`config.mk`:
```
export PLATFORM = sky130hd
export DESIGN_NAME = ddrom_top
export DESIGN_NICKNAME = d
export VERILOG_FILES = /design/src/common/ddrom_pkg.sv /design/src/download/rom_download.sv /design/src/fetch/rom_arbiter.sv /design/src/fetch/rom_slot.sv /design/src/hdl/ddrom_top.sv
export VERILOG_INCLUDE_DIRS = /design/src /design/src/common
export SDC_FILE = /design/constraint.sdc
export NUM_CORES = 1
export LEC_CHECK = 0
export ABC_AREA = 0
export BUFFER_PORTS_ARGS = -buffer_cell sky130_fd_sc_hd__buf_2
export CORE_MARGIN = 1.5
export CORE_UTILIZATION = 30
export DETAILED_ROUTE_END_ITERATION = 16
export HOLD_SLACK_MARGIN = 0.05
export PLACE_DENSITY_LB_ADDON = 0.12
export SLEW_MARGIN = 30
export SYNTH_ARGS = -nofsm -noshare
export SYNTH_HDL_FRONTEND = slang
export SYNTH_SLANG_ARGS = --single-unit
```
`constraint.sdc`:
```
create_clock -name clk -period 3.1 [get_ports clk]
set_input_delay 0.31 -clock clk [delete_from_list [all_inputs] [get_ports clk]]
set_output_delay 0.31 -clock clk [all_outputs]
set_load 0.05 [all_outputs]
```
`src/common/ddrom_consts.svh`:
```
`ifndef DDROM_CONSTS_SVH
`define DDROM_CONSTS_SVH

// Loader byte addresses of the ROM regions
`define BANK_ADDR   22'h00_0000
`define SND_ADDR    22'h02_8000
`define CHAR_ADDR   22'h08_0000
`define SCRZW_ADDR  22'h09_0000
`define OBJWZ_ADDR  22'h0D_0000

// Everything from here up goes to the PROM strobe
`define PROM_ADDR   22'h19_0000

// Scroll and object data are moved in SDRAM (16-bit word addresses)
`define SCR_SDRAM   22'h06_0000
`define OBJ_SDRAM   22'h08_0000

// Word offsets added by the arbiter to each slot request
`define MAIN_OFFSET (`BANK_ADDR >> 1)
`define SND_OFFSET  (`SND_ADDR >> 1)   // 0x14000
`define CHAR_OFFSET (`CHAR_ADDR >> 1)  // 0x40000
`define OBJ_OFFSET  `OBJ_SDRAM

// Slot address widths
// 8-bit slots are byte addressed, obj is 16-bit word addressed
`define MAIN_AW     18
`define SND_AW      15
`define CHAR_AW     16
`define OBJ_AW      18

// Game reset hold after the loader finishes
`define RST_TAIL    2

`endif

```
`src/common/ddrom_pkg.sv`:
```
package ddrom_pkg;

    // Byte address as sent by the loader
    typedef logic [21:0] byte_addr_t;

    // SDRAM address, counts 16-bit words
    typedef logic [21:0] sdram_addr_t;

    // Two consecutive SDRAM words, lower address in the low half
    typedef logic [31:0] sdram_word_t;

    typedef logic [7:0]  rom_byte_t;
    typedef logic [15:0] rom_half_t;

    // Slot owning the SDRAM access
    typedef logic [1:0]  slot_idx_t;

    // SDRAM access sequencing
    typedef enum logic [1:0] {
        ARB_IDLE,
        ARB_WAIT_ACK,   // sdram_req held high
        ARB_WAIT_DATA
    } arb_state_t;

endpackage

```
`src/download/rom_download.sv`:
```
`timescale 1ns/10ps
`include "ddrom_consts.svh"

module rom_download import ddrom_pkg::*; (
    input  logic        clk,
    input  logic        reset,
    input  logic        downloading,
    input  byte_addr_t  ioctl_addr,
    input  rom_byte_t   ioctl_data,
    input  logic        ioctl_wr,
    input  logic        sdram_ack,
    output sdram_addr_t prog_addr,
    output rom_byte_t   prog_data,
    output logic [1:0]  prog_mask,
    output logic        prog_we,
    output logic        prom_we,
    output logic        game_rst
);

    localparam int TW = $clog2(`RST_TAIL + 1);

    sdram_addr_t    remap_addr;
    logic           is_prom;
    logic [TW-1:0]  tail_cnt;

    // Region remap of the loader address
    always_comb begin
        is_prom = 1'b0;
        if (ioctl_addr >= `PROM_ADDR) begin
            is_prom    = 1'b1;
            remap_addr = ioctl_addr - `PROM_ADDR;   // PROM byte index
        end else if (ioctl_addr >= `OBJWZ_ADDR) begin
            remap_addr = `OBJ_SDRAM + ((ioctl_addr - `OBJWZ_ADDR) >> 1);
        end else if (ioctl_addr >= `SCRZW_ADDR) begin
            remap_addr = `SCR_SDRAM + ((ioctl_addr - `SCRZW_ADDR) >> 1);
        end else begin
            remap_addr = (ioctl_addr - `BANK_ADDR) >> 1;    // CPU and char ROMs in place
        end
    end

    // Write strobes
    always_ff @(posedge clk) begin
        if (reset) begin
            prog_we <= 1'b0;
            prom_we <= 1'b0;
        end else begin
            prom_we <= ioctl_wr && is_prom;
            if (sdram_ack)
                prog_we <= 1'b0;
            if (ioctl_wr && !is_prom)
                prog_we <= 1'b1;    // held until the SDRAM takes it
        end
    end

    always_ff @(posedge clk) begin
        if (ioctl_wr) begin
            prog_addr <= remap_addr;
            prog_data <= ioctl_data;
            // Active low, even byte goes to the low lane
            prog_mask <= ioctl_addr[0] ? 2'b01 : 2'b10;
        end
    end

    // Game reset, stretched past the end of the download
    always_ff @(posedge clk) begin
        if (reset || downloading) begin
            game_rst <= 1'b1;
            tail_cnt <= TW'(`RST_TAIL);
        end else begin
            if (tail_cnt != '0)
                tail_cnt <= tail_cnt - 1'b1;
            game_rst <= tail_cnt > 1;   // drops as the count reaches zero
        end
    end

endmodule

```
`src/fetch/rom_arbiter.sv`:
```
`timescale 1ns/10ps
`include "ddrom_consts.svh"

module rom_arbiter import ddrom_pkg::*; (
    input  logic        clk,
    input  logic        reset,
    // Main CPU slot, highest priority
    input  logic        main_req,
    input  sdram_addr_t main_req_addr,
    output logic        main_grant,
    output logic        main_fill,
    // Sound CPU slot
    input  logic        snd_req,
    input  sdram_addr_t snd_req_addr,
    output logic        snd_grant,
    output logic        snd_fill,
    // Character slot
    input  logic        char_req,
    input  sdram_addr_t char_req_addr,
    output logic        char_grant,
    output logic        char_fill,
    // Object slot, lowest priority
    input  logic        obj_req,
    input  sdram_addr_t obj_req_addr,
    output logic        obj_grant,
    output logic        obj_fill,
    output sdram_word_t fill_data,
    // SDRAM
    output logic        sdram_req,
    output sdram_addr_t sdram_addr,
    input  logic        sdram_ack,
    input  logic        data_rdy,
    input  sdram_word_t data_read
);

    localparam slot_idx_t SLOT_MAIN = 2'd0;
    localparam slot_idx_t SLOT_SND  = 2'd1;
    localparam slot_idx_t SLOT_CHAR = 2'd2;
    localparam slot_idx_t SLOT_OBJ  = 2'd3;

    arb_state_t  state;
    slot_idx_t   pick;
    slot_idx_t   owner;     // Slot of the access in flight
    sdram_addr_t pick_addr;
    logic        any_req;
    logic        take;
    logic        data_in;
    logic [3:0]  fill_q;

    // Fixed priority pick
    always_comb begin
        any_req = main_req || snd_req || char_req || obj_req;
        if (main_req)
            pick = SLOT_MAIN;
        else if (snd_req)
            pick = SLOT_SND;
        else if (char_req)
            pick = SLOT_CHAR;
        else
            pick = SLOT_OBJ;
    end

    // SDRAM location of the picked slot
    always_comb begin
        case (pick)
            SLOT_MAIN: pick_addr = `MAIN_OFFSET + main_req_addr;
            SLOT_SND:  pick_addr = `SND_OFFSET  + snd_req_addr;
            SLOT_CHAR: pick_addr = `CHAR_OFFSET + char_req_addr;
            default:   pick_addr = `OBJ_OFFSET  + obj_req_addr;
        endcase
    end

    assign take    = (state == ARB_IDLE) && any_req;
    assign data_in = (state == ARB_WAIT_DATA) && data_rdy;

    // Grant lasts the single idle cycle the request is taken in
    assign main_grant = take && (pick == SLOT_MAIN);
    assign snd_grant  = take && (pick == SLOT_SND);
    assign char_grant = take && (pick == SLOT_CHAR);
    assign obj_grant  = take && (pick == SLOT_OBJ);

    assign main_fill = fill_q[SLOT_MAIN];
    assign snd_fill  = fill_q[SLOT_SND];
    assign char_fill = fill_q[SLOT_CHAR];
    assign obj_fill  = fill_q[SLOT_OBJ];

    always_ff @(posedge clk) begin
        if (reset) begin
            state     <= ARB_IDLE;
            sdram_req <= 1'b0;
            fill_q    <= '0;
        end else begin
            fill_q <= '0;
            case (state)
                ARB_IDLE: begin
                    if (any_req) begin
                        sdram_req <= 1'b1;
                        state     <= ARB_WAIT_ACK;
                    end
                end
                ARB_WAIT_ACK: begin
                    if (sdram_ack) begin
                        sdram_req <= 1'b0;
                        state     <= ARB_WAIT_DATA;
                    end
                end
                ARB_WAIT_DATA: begin
                    if (data_rdy) begin
                        fill_q <= 4'b0001 << owner;   // Word back to its slot
                        state  <= ARB_IDLE;
                    end
                end
                default: state <= ARB_IDLE;
            endcase
        end
    end

    always_ff @(posedge clk) begin
        if (take) begin
            owner      <= pick;
            sdram_addr <= {pick_addr[21:1], 1'b0};
        end
        if (data_in)
            fill_data <= data_read;
    end

endmodule

```
`src/fetch/rom_slot.sv`:
```
`timescale 1ns/10ps

module rom_slot import ddrom_pkg::*; #(
    parameter int AW = 18,  // Slot address width
    parameter int DW = 8    // 8 or 16
) (
    input  logic          clk,
    input  logic          reset,
    input  logic          cs,
    input  logic [AW-1:0] addr,
    output logic [DW-1:0] data,
    output logic          ok,
    output logic          req,
    output sdram_addr_t   req_addr,
    input  logic          grant,
    input  logic          fill,
    input  sdram_word_t   fill_data
);

    // Address bits that pick a lane inside the cached 32-bit word
    localparam int LSB = (DW == 8) ? 2 : 1;
    localparam int TW  = AW - LSB;

    sdram_word_t     cache_word;
    logic [TW-1:0]   cache_tag;
    logic [TW-1:0]   pend_tag;
    logic            valid;
    logic            waiting;   // Access granted, fill not back yet
    logic            armed;
    logic [TW-1:0]   addr_tag;
    logic [LSB-1:0]  lane;
    logic            hit;

    assign addr_tag = addr[AW-1:LSB];
    assign lane     = addr[LSB-1:0];
    assign hit      = valid && (cache_tag == addr_tag);

    // Hit answers in the same cycle
    assign ok   = cs && hit;
    assign data = cache_word[lane*DW +: DW];

    // Miss request, one at a time per slot
    assign req      = cs && !hit && armed && !waiting;
    assign req_addr = sdram_addr_t'({addr_tag, 1'b0});  // 32-bit aligned word address

    always_ff @(posedge clk) begin
        if (reset) begin
            valid   <= 1'b0;
            waiting <= 1'b0;
            armed   <= 1'b0;
        end else begin
            armed <= 1'b1;  // No requests while reset is up
            if (grant)
                waiting <= 1'b1;
            if (fill) begin
                valid   <= 1'b1;
                waiting <= 1'b0;
            end
        end
    end

    always_ff @(posedge clk) begin
        if (grant)
            pend_tag <= addr_tag;   // cs/addr may move before the data returns
        if (fill) begin
            cache_word <= fill_data;
            cache_tag  <= pend_tag;
        end
    end

endmodule

```
`src/hdl/ddrom_top.sv`:
```
`timescale 1ns/10ps
`include "ddrom_consts.svh"

module ddrom_top import ddrom_pkg::*; (
    input  logic                  clk,
    input  logic                  reset,
    // Loader
    input  logic                  downloading,
    input  byte_addr_t            ioctl_addr,
    input  rom_byte_t             ioctl_data,
    input  logic                  ioctl_wr,
    output sdram_addr_t           prog_addr,
    output rom_byte_t             prog_data,
    output logic [1:0]            prog_mask,
    output logic                  prog_we,
    output logic                  prom_we,
    output logic                  game_rst,
    // SDRAM read side
    output logic                  sdram_req,
    output sdram_addr_t           sdram_addr,
    input  logic                  sdram_ack,
    input  logic                  data_rdy,
    input  sdram_word_t           data_read,
    // Main CPU ROM
    input  logic                  main_cs,
    input  logic [`MAIN_AW-1:0]   main_addr,
    output rom_byte_t             main_data,
    output logic                  main_ok,
    // Sound CPU ROM
    input  logic                  snd_cs,
    input  logic [`SND_AW-1:0]    snd_addr,
    output rom_byte_t             snd_data,
    output logic                  snd_ok,
    // Characters
    input  logic                  char_cs,
    input  logic [`CHAR_AW-1:0]   char_addr,
    output rom_byte_t             char_data,
    output logic                  char_ok,
    // Objects, 16-bit wide
    input  logic                  obj_cs,
    input  logic [`OBJ_AW-1:0]    obj_addr,
    output rom_half_t             obj_data,
    output logic                  obj_ok
);

    logic        main_req, snd_req, char_req, obj_req;
    logic        main_grant, snd_grant, char_grant, obj_grant;
    logic        main_fill, snd_fill, char_fill, obj_fill;
    sdram_addr_t main_req_addr, snd_req_addr, char_req_addr, obj_req_addr;
    sdram_word_t fill_data;

    rom_download u_download (
        .clk         ( clk         ),
        .reset       ( reset       ),
        .downloading ( downloading ),
        .ioctl_addr  ( ioctl_addr  ),
        .ioctl_data  ( ioctl_data  ),
        .ioctl_wr    ( ioctl_wr    ),
        .sdram_ack   ( sdram_ack   ),
        .prog_addr   ( prog_addr   ),
        .prog_data   ( prog_data   ),
        .prog_mask   ( prog_mask   ),
        .prog_we     ( prog_we     ),
        .prom_we     ( prom_we     ),
        .game_rst    ( game_rst    )
    );

    rom_slot #(.AW(`MAIN_AW), .DW(8)) u_main (
        .clk       ( clk           ),
        .reset     ( game_rst      ),
        .cs        ( main_cs       ),
        .addr      ( main_addr     ),
        .data      ( main_data     ),
        .ok        ( main_ok       ),
        .req       ( main_req      ),
        .req_addr  ( main_req_addr ),
        .grant     ( main_grant    ),
        .fill      ( main_fill     ),
        .fill_data ( fill_data     )
    );

    rom_slot #(.AW(`SND_AW), .DW(8)) u_snd (
        .clk       ( clk           ),
        .reset     ( game_rst      ),
        .cs        ( snd_cs        ),
        .addr      ( snd_addr      ),
        .data      ( snd_data      ),
        .ok        ( snd_ok        ),
        .req       ( snd_req       ),
        .req_addr  ( snd_req_addr  ),
        .grant     ( snd_grant     ),
        .fill      ( snd_fill      ),
        .fill_data ( fill_data     )
    );

    rom_slot #(.AW(`CHAR_AW), .DW(8)) u_char (
        .clk       ( clk           ),
        .reset     ( game_rst      ),
        .cs        ( char_cs       ),
        .addr      ( char_addr     ),
        .data      ( char_data     ),
        .ok        ( char_ok       ),
        .req       ( char_req      ),
        .req_addr  ( char_req_addr ),
        .grant     ( char_grant    ),
        .fill      ( char_fill     ),
        .fill_data ( fill_data     )
    );

    rom_slot #(.AW(`OBJ_AW), .DW(16)) u_obj (
        .clk       ( clk           ),
        .reset     ( game_rst      ),
        .cs        ( obj_cs        ),
        .addr      ( obj_addr      ),
        .data      ( obj_data      ),
        .ok        ( obj_ok        ),
        .req       ( obj_req       ),
        .req_addr  ( obj_req_addr  ),
        .grant     ( obj_grant     ),
        .fill      ( obj_fill      ),
        .fill_data ( fill_data     )
    );

    rom_arbiter u_arb (
        .clk           ( clk           ),
        .reset         ( game_rst      ),
        .main_req      ( main_req      ),
        .main_req_addr ( main_req_addr ),
        .main_grant    ( main_grant    ),
        .main_fill     ( main_fill     ),
        .snd_req       ( snd_req       ),
        .snd_req_addr  ( snd_req_addr  ),
        .snd_grant     ( snd_grant     ),
        .snd_fill      ( snd_fill      ),
        .char_req      ( char_req      ),
        .char_req_addr ( char_req_addr ),
        .char_grant    ( char_grant    ),
        .char_fill     ( char_fill     ),
        .obj_req       ( obj_req       ),
        .obj_req_addr  ( obj_req_addr  ),
        .obj_grant     ( obj_grant     ),
        .obj_fill      ( obj_fill      ),
        .fill_data     ( fill_data     ),
        .sdram_req     ( sdram_req     ),
        .sdram_addr    ( sdram_addr    ),
        .sdram_ack     ( sdram_ack     ),
        .data_rdy      ( data_rdy      ),
        .data_read     ( data_read     )
    );

endmodule

```
== Yosys cells after proc, flatten, opt, wreduce, memory -nomap -nowiden ==
Index checks and enable logic that the tools add are counted.

* Add/sub/neg operators: 9
* Order comparisons: 4
* Eq/ne operators: 12
* Shifts and indexed selects: 5
* Mux-type cells: 18
* Bitwise logic cells: 2
* Reduce and logical (&&, ||, !) cells: 53

{| class="wikitable"
|+ Operators by type and width
! kind !! count
|-
| $shiftx 32x6->8 || 3
|-
| $mux 22 || 3
|-
| $pmux 22 s3 || 1
|-
| $ge 22x20->1 const B || 2
|-
| $sub 22x20->22 const B || 2
|-
| $shiftx 32x6->16 || 1
|-
| $logic_and 1x1->1 || 28
|-
| $add 19x21->22 const A || 1
|-
| $add 20x21->22 const A || 1
|-
| $ge 22x21->1 const B || 1
|-
| $sub 22x21->22 const B || 1
|-
| $add 20x18->21 const A || 1
|-
| $add 19x15->20 const A || 1
|-
| $add 17x14->18 const A || 1
|-
| $eq 17x17->1 || 1
|-
| $eq 16x16->1 || 1
|-
| $eq 14x14->1 || 1
|-
| $eq 13x13->1 || 1
|-
| $mux 2 || 6
|-
| $logic_not 1->1 || 9
|-
| $reduce_or 2->1 || 4
|-
| $eq 2x2->1 const B || 3
|-
| $mux 1 || 6
|-
| $pmux 2 s3 || 1
|-
| other kinds (13) || 23
|}

* Register bits: 356
* Word-level logic and storage cells: 137

== Logic depth before layout (Yosys ltp) ==
* Depth in word-level cells: 11
* Mapped depth: 9
* Mapped depth without buffers: 8

== Cells and area by module ==
A second synthesis with hierarchy kept.

* Cells, all modules: 881
* Area total of the unflattened synthesis: 14606.5 sq um

{| class="wikitable"
|+ Modules (own cells, without submodules)
! module !! instances !! cells each !! area each (sq um) !! seq. area each (sq um)
|-
| rom_arbiter || 1 || 214 || 2767.7 || 1791.7
|-
| rom_slot at u_obj || 1 || 141 || 2623.8 || 2042.0
|-
| rom_slot at u_main || 1 || 129 || 2558.7 || 1981.9
|-
| rom_slot at u_char || 1 || 123 || 2416.1 || 1861.8
|-
| rom_slot at u_snd || 1 || 120 || 2343.5 || 1801.7
|-
| rom_download || 1 || 154 || 1896.8 || 1061.0
|}

== Worst setup path after synthesis ==
OpenSTA, ideal clock, no wires.

* Path kind: reg-to-reg
* Start: reg u_snd.cache_tag[12]
* End: reg u_char.pend_tag[0], enable pin
* Library setup time: 0.425 ns
* Arrival time: 2.720 ns
* Required time: 2.675 ns
* Path slack: -0.045 ns
* Cell stages (with the launch flop): 6
* Path buffers: 0
* Period minus slack after synthesis: 3.145 ns
* Cells stage by stage: edfxtp_1 xnor2_1 nand4_1 nor4_4 nor2_1 nor4_1

* Cells in the longest elaborated chain, start to end: 11

{| class="wikitable"
|+ Ends and longest elaborated chain
! item !! RTL line !! source
|-
| start: declaration || rom_slot.sv:25 || <nowiki>logic [TW-1:0] cache_tag;</nowiki>
|-
| start signal: assignment || rom_slot.sv:67 || <nowiki>cache_tag <= pend_tag;</nowiki>
|-
| $eq 13x13->1 (*) || rom_slot.sv:36 || <nowiki>assign hit = valid && (cache_tag == addr_tag);</nowiki>
|-
| $logic_and 1x1->1 (*) || rom_slot.sv:36 ||
|-
| $logic_not 1->1 (*) || rom_slot.sv:43 || <nowiki>assign req = cs && !hit && armed && !waiting;</nowiki>
|-
| $logic_and 1x1->1 (*) (3 in a row) || rom_slot.sv:43 ||
|-
| branches (longest 4 deep; another with $mux 2) || n/a ||
|-
| $logic_and 1x1->1 (*) || rom_arbiter.sv:79 || <nowiki>assign char_grant = take && (pick == SLOT_CHAR);</nowiki>
|-
| via char_grant || ddrom_top.sv:47 || <nowiki>logic main_grant, snd_grant, char_grant, obj_grant;</nowiki>
|-
| end signal: assignment || rom_slot.sv:64 || <nowiki>pend_tag <= addr_tag;</nowiki>
|-
| end: declaration || rom_slot.sv:26 || <nowiki>logic [TW-1:0] pend_tag;</nowiki>
|}

Mark *: on every way through the listed nets, which the timed path passes.
A chain may end at the register's enable or synchronous reset.

== Worst setup path after layout ==
* Start: in snd_addr[12]
* End: reg u_arb.sdram_addr[8] (data pin)

* Cells in the longest elaborated chain, start to end: 10

{| class="wikitable"
|+ Ends and longest elaborated chain
! item !! RTL line !! source
|-
| start: declaration || ddrom_top.sv:31 || <nowiki>input logic [`SND_AW-1:0] snd_addr,</nowiki>
|-
| $eq 13x13->1 (*) || rom_slot.sv:36 ||
|-
| $logic_and 1x1->1 (*) || rom_slot.sv:36 ||
|-
| $logic_not 1->1 (*) || rom_slot.sv:43 ||
|-
| $logic_and 1x1->1 (*) (3 in a row) || rom_slot.sv:43 ||
|-
| $mux 2 (*) || rom_arbiter.sv:55 || <nowiki>else if (snd_req)</nowiki>
|-
| $mux 2 (*) || rom_arbiter.sv:53 || <nowiki>if (main_req)</nowiki>
|-
| $eq 2x2->1, or another cell as far along || rom_arbiter.sv:65 || <nowiki>case (pick)</nowiki>
|-
| $pmux 22 s3 (*) || rom_arbiter.sv:65 ||
|-
| via u_arb.pick_addr[8] || rom_arbiter.sv:44 || <nowiki>sdram_addr_t pick_addr;</nowiki>
|-
| end signal: assignment || rom_arbiter.sv:121 || <nowiki>sdram_addr <= {pick_addr[21:1], 1'b0};</nowiki>
|-
| end: declaration || rom_arbiter.sv:30 || <nowiki>output sdram_addr_t sdram_addr,</nowiki>
|}

Mark *: on every way through the listed nets, which the timed path passes. The rest lies on a longest branch.

==> results.cfg <==
[floorplan]
dieArea_sq_mm = 0.0465
rows = 77
die_h_microns = 216
floorplan.io_pins = 241
floorplan.core_area_sq_mm = 0.0444
floorplan.initialDensity = 0.305
die_w_microns = 216

[power_and_ir_drop]
power_frac_comb = 0.085
net-switching-power_mw = 2.56
static-leakage-power_nw = 6.37
sw_frac_of_total = 0.231
power_frac_seq = 0.477
max-vdd-ir-drop_v = 0.000332
power_mw = 11.1
clkPwrFrac = 0.438
powerDensity_mw_per_mm2 = 617
cellInternalPower_mw = 8.53

[global_route]
number_of_antenna_violations_at_the_first_check_in_global_routing = 2
grt_first_pass_wirelength_microns = 52100
maximum_number_of_pins_on_one_net_before_global_route_repair = 52
overflow = 0
track_usage = 0.151
grt_pass1_vias = 8177

[route]
firstDrtPassIters = 5
drtIter0Drc = 504
vias = 7896
drtAntennaViolNets = 0
average_routed_wire_per_standard_cell_microns = 20.0
drcViolationCount = 0
wl_microns = 35100
route.detailed.vias_per_inst = 4.50

[setup_path]
setup.worst_path.start_class = primary input
setup.worst_path.start = snd_addr[12]
reg2reg_setup_slack_ps = 310
crit_type = in -> reg
critical_path_buf_inv_count = 4
timing.critical_path.slowest_stage_cell = o311ai_0
worstPathRequired_ps = 3410
rr_endpoint = u_arb.sdram_addr[8]
timing.rr.start = u_snd.cache_tag[11]
endpoint_kind_of_the_worst_setup_timing_path = register
critical-path-top-delay-family = buffers and inverters
crit_arrival_ps = 3110
critical_path.cell_chain = dlygate4sd3_1, buf_2, xnor2_1, nand4_1, nor4_4, nor2_1, buf_4, o311ai_0, buf_4, a2bb2oi_1
reg2reg_depth = 8
crit_top_cell = buf_4
critPathMaxStageDelay_ps = 720
critical_path_peak_fanout = 10

[finish]
final_layout_size_suffix_gt1_frac = 0.343
fillerInstances = 4139
areaGrowthSynthToFinish_pct = 32.6
fin_nets = 1272
final_cell_area_sq_mm = 0.0180
mostFrequentLayoutCell = edfxtp_1
layout.cells.most_common_list = edfxtp_1 (333), buf_2 (237), dlygate4sd3_1 (105), xnor2_1 (62), clkbuf_16 (43)
post_layout_nonfiller_instances = 1753

[sta]
fin_ws_ps = 299
fmax_mhz = 357
timing_hold_violations_final = 0
relSlewSlack = 0.427
layout_worst_path_cycle_share = 0.904
tightest_slew_ps = 848
fin_crit_ps = 2800
setup_viol = 0
timing_max_transition_violations_final = 0
finalClockSkew_ps = 25.1
finalSetupTns_ps = 0
grt_setup_unrepaired = no

[placement]
gp_congestion = 0.776
place_ws_ps = 346
placement.cell_area_sq_mm = 0.0156
post-place-cells = 1570
port_buffers = 237
dp_hpwl_microns = 23500

[cts]
cts.path.max_buffers = 3
clk_pin_slew_worst_paths_ps = 60
cts_tree = done
cts.htree.levels = 2
cts_root_buf = clkbuf_16
post_cts_setup_buffers = 0
cts_hold_repair.buffers = 105
clk-insertion-delay-late_ps = 560
cts_resized = 0
numClockSinks = 354
number_of_clock_buffers_inserted_by_tritoncts = 42

[hold_path]
min-delay-start = ioctl_addr[2]
timing.hold.worst_path_depth = 2
holdCritPathClass = in -> reg
holdPathEnd = u_download.prog_addr[1]

[flow_run]
max_cap_violations = 0

[synth]
post_synth_inst_count = 742
dominantRegCellSynth = edfxtp_1
synth-warning-count = 0
yosysSeqAreaShare = 0.768
yosysUniqueCellTypes = 57
synth_top_cell_area_share = 0.737
yosys.area.top_type = edfxtp_1
synth.cell_area_sq_mm = 0.0136
ys_top_cells_by_area = edfxtp_1 (74%), xnor2_1 (4.0%), mux4_2 (4.0%)
synth-edff-count = 333
syn_area_per_cell_sq_um = 18.3
synth_seq_cells = 354
async_reset_ff_frac = 0

[status]
result_of_the_run = complete, no violations
==> metrics by stage <==
stage,util,hold slack [ps]
2_1_floorplan,-,382
3_3_place_gp,0.351,401
3_5_place_dp,0.351,405
4_1_cts,0.405,50.3
5_1_grt,0.405,63.6
6_report,0.405,93.0
==> routing by layer <==
layer  GRT usage  vias up  part of all wire
met2       0.242      220              0.48
li1            -     3681                 -
met3      0.0395       58             0.058
met4      0.0494        2             0.026
met5           0        -           0.00031
met1       0.201     3935              0.44
==> cells in the mapped netlist (4+ instances only) <==
cell and number:
a21oi_1 11, a2bb2oi_1 7, a31oi_1 5, and2_1 5, and3_1 7, buf_1 5, buf_2 5, buf_4 4
clkbuf_1 12, dfxtp_1 21, edfxtp_1 333, ha_1 6, inv_1 14, mux2_2 22, mux2_4 10, mux2i_1 4
mux4_2 24, nand2_1 26, nand3_1 8, nand3b_1 4, nand4_1 15, nor2_1 35, nor4_1 11, o21a_1 4
o21ai_0 11, o311ai_0 10, or3_1 11, xnor2_1 62, xor2_1 8
==> registers in the layout, summed over array words and instances, names as in the netlist, 2 cells and up <==
register,cells
u_char.cache_tag,14
u_snd.pend_tag,13
u_obj.cache_word,32
u_arb.owner,2
u_download.tail_cnt,2
u_arb.fill_data,32
u_download.prog_mask,2
u_download.prog_data,8
u_char.pend_tag,14
u_main.cache_word,32
u_arb.state,2
u_obj.cache_tag,17
u_main.pend_tag,16
u_arb.sdram_addr,19
u_snd.cache_word,32
u_arb.fill_q,4
u_obj.pend_tag,17
u_download.prog_addr,22
u_snd.cache_tag,13
u_main.cache_tag,16
u_char.cache_word,32
==> cells by family (layout without fill, tap and decap cells) <==
kind of cell | count (synthesis) | after routing | share of synthesized area
flip-flops | 354 | 354 | 0.768
AND/OR/NAND/NOR | 146 | 146 | 0.0606
XOR/XNOR | 70 | 70 | 0.0452
AO/OA/AOI/OAI | 63 | 63 | 0.0337
multiplexers | 60 | 60 | 0.0721
buffers and inverters | 42 | 458 | 0.0146
adder cells (fa/ha/maj) | 6 | 6 | 0.00553
other | 1 | 4 | 0.000276
==> power groups by stage <==
stage                     Clock (mW)  Sequential, mW  Combinational [mW]
after global placement             0            5.39               0.849
after CTS                       5.03            5.29               0.959
final                           4.86            5.29               0.947
after detailed placement           0            5.39               0.850
after global routing            5.22            5.30                1.00
after floorplan                    0            5.59               0.347
==> how the worst max path moves through the flow <==
stage / slack, ps / cells after the start / end
after floorplan: 540 / 5 / u_char.pend_tag[0]
after global placement: 340 / 9 / u_arb.sdram_addr[8]
after detailed placement: 350 / 9 / u_arb.sdram_addr[8]
after CTS: 350 / 5 / main_ok
after global routing: 230 / 8 / u_arb.sdram_addr[10]
final: 300 / 10 / u_arb.sdram_addr[8]
==> cell type report <==
cell class | instances | area, sq um | area share
timing repair buffer | 367 | 2440 | 0.135
antenna | 1 | 2.50 | 0.000139
clock buffer | 54 | 1130 | 0.0626
inverter | 14 | 52.6 | 0.00292
tap | 592 | 741 | 0.0412
sequential | 354 | 10400 | 0.579
clock inverter | 23 | 229 | 0.0127
multi-input combinational | 348 | 2980 | 0.166
Note: power is estimated with default switching activity, not from simulation.
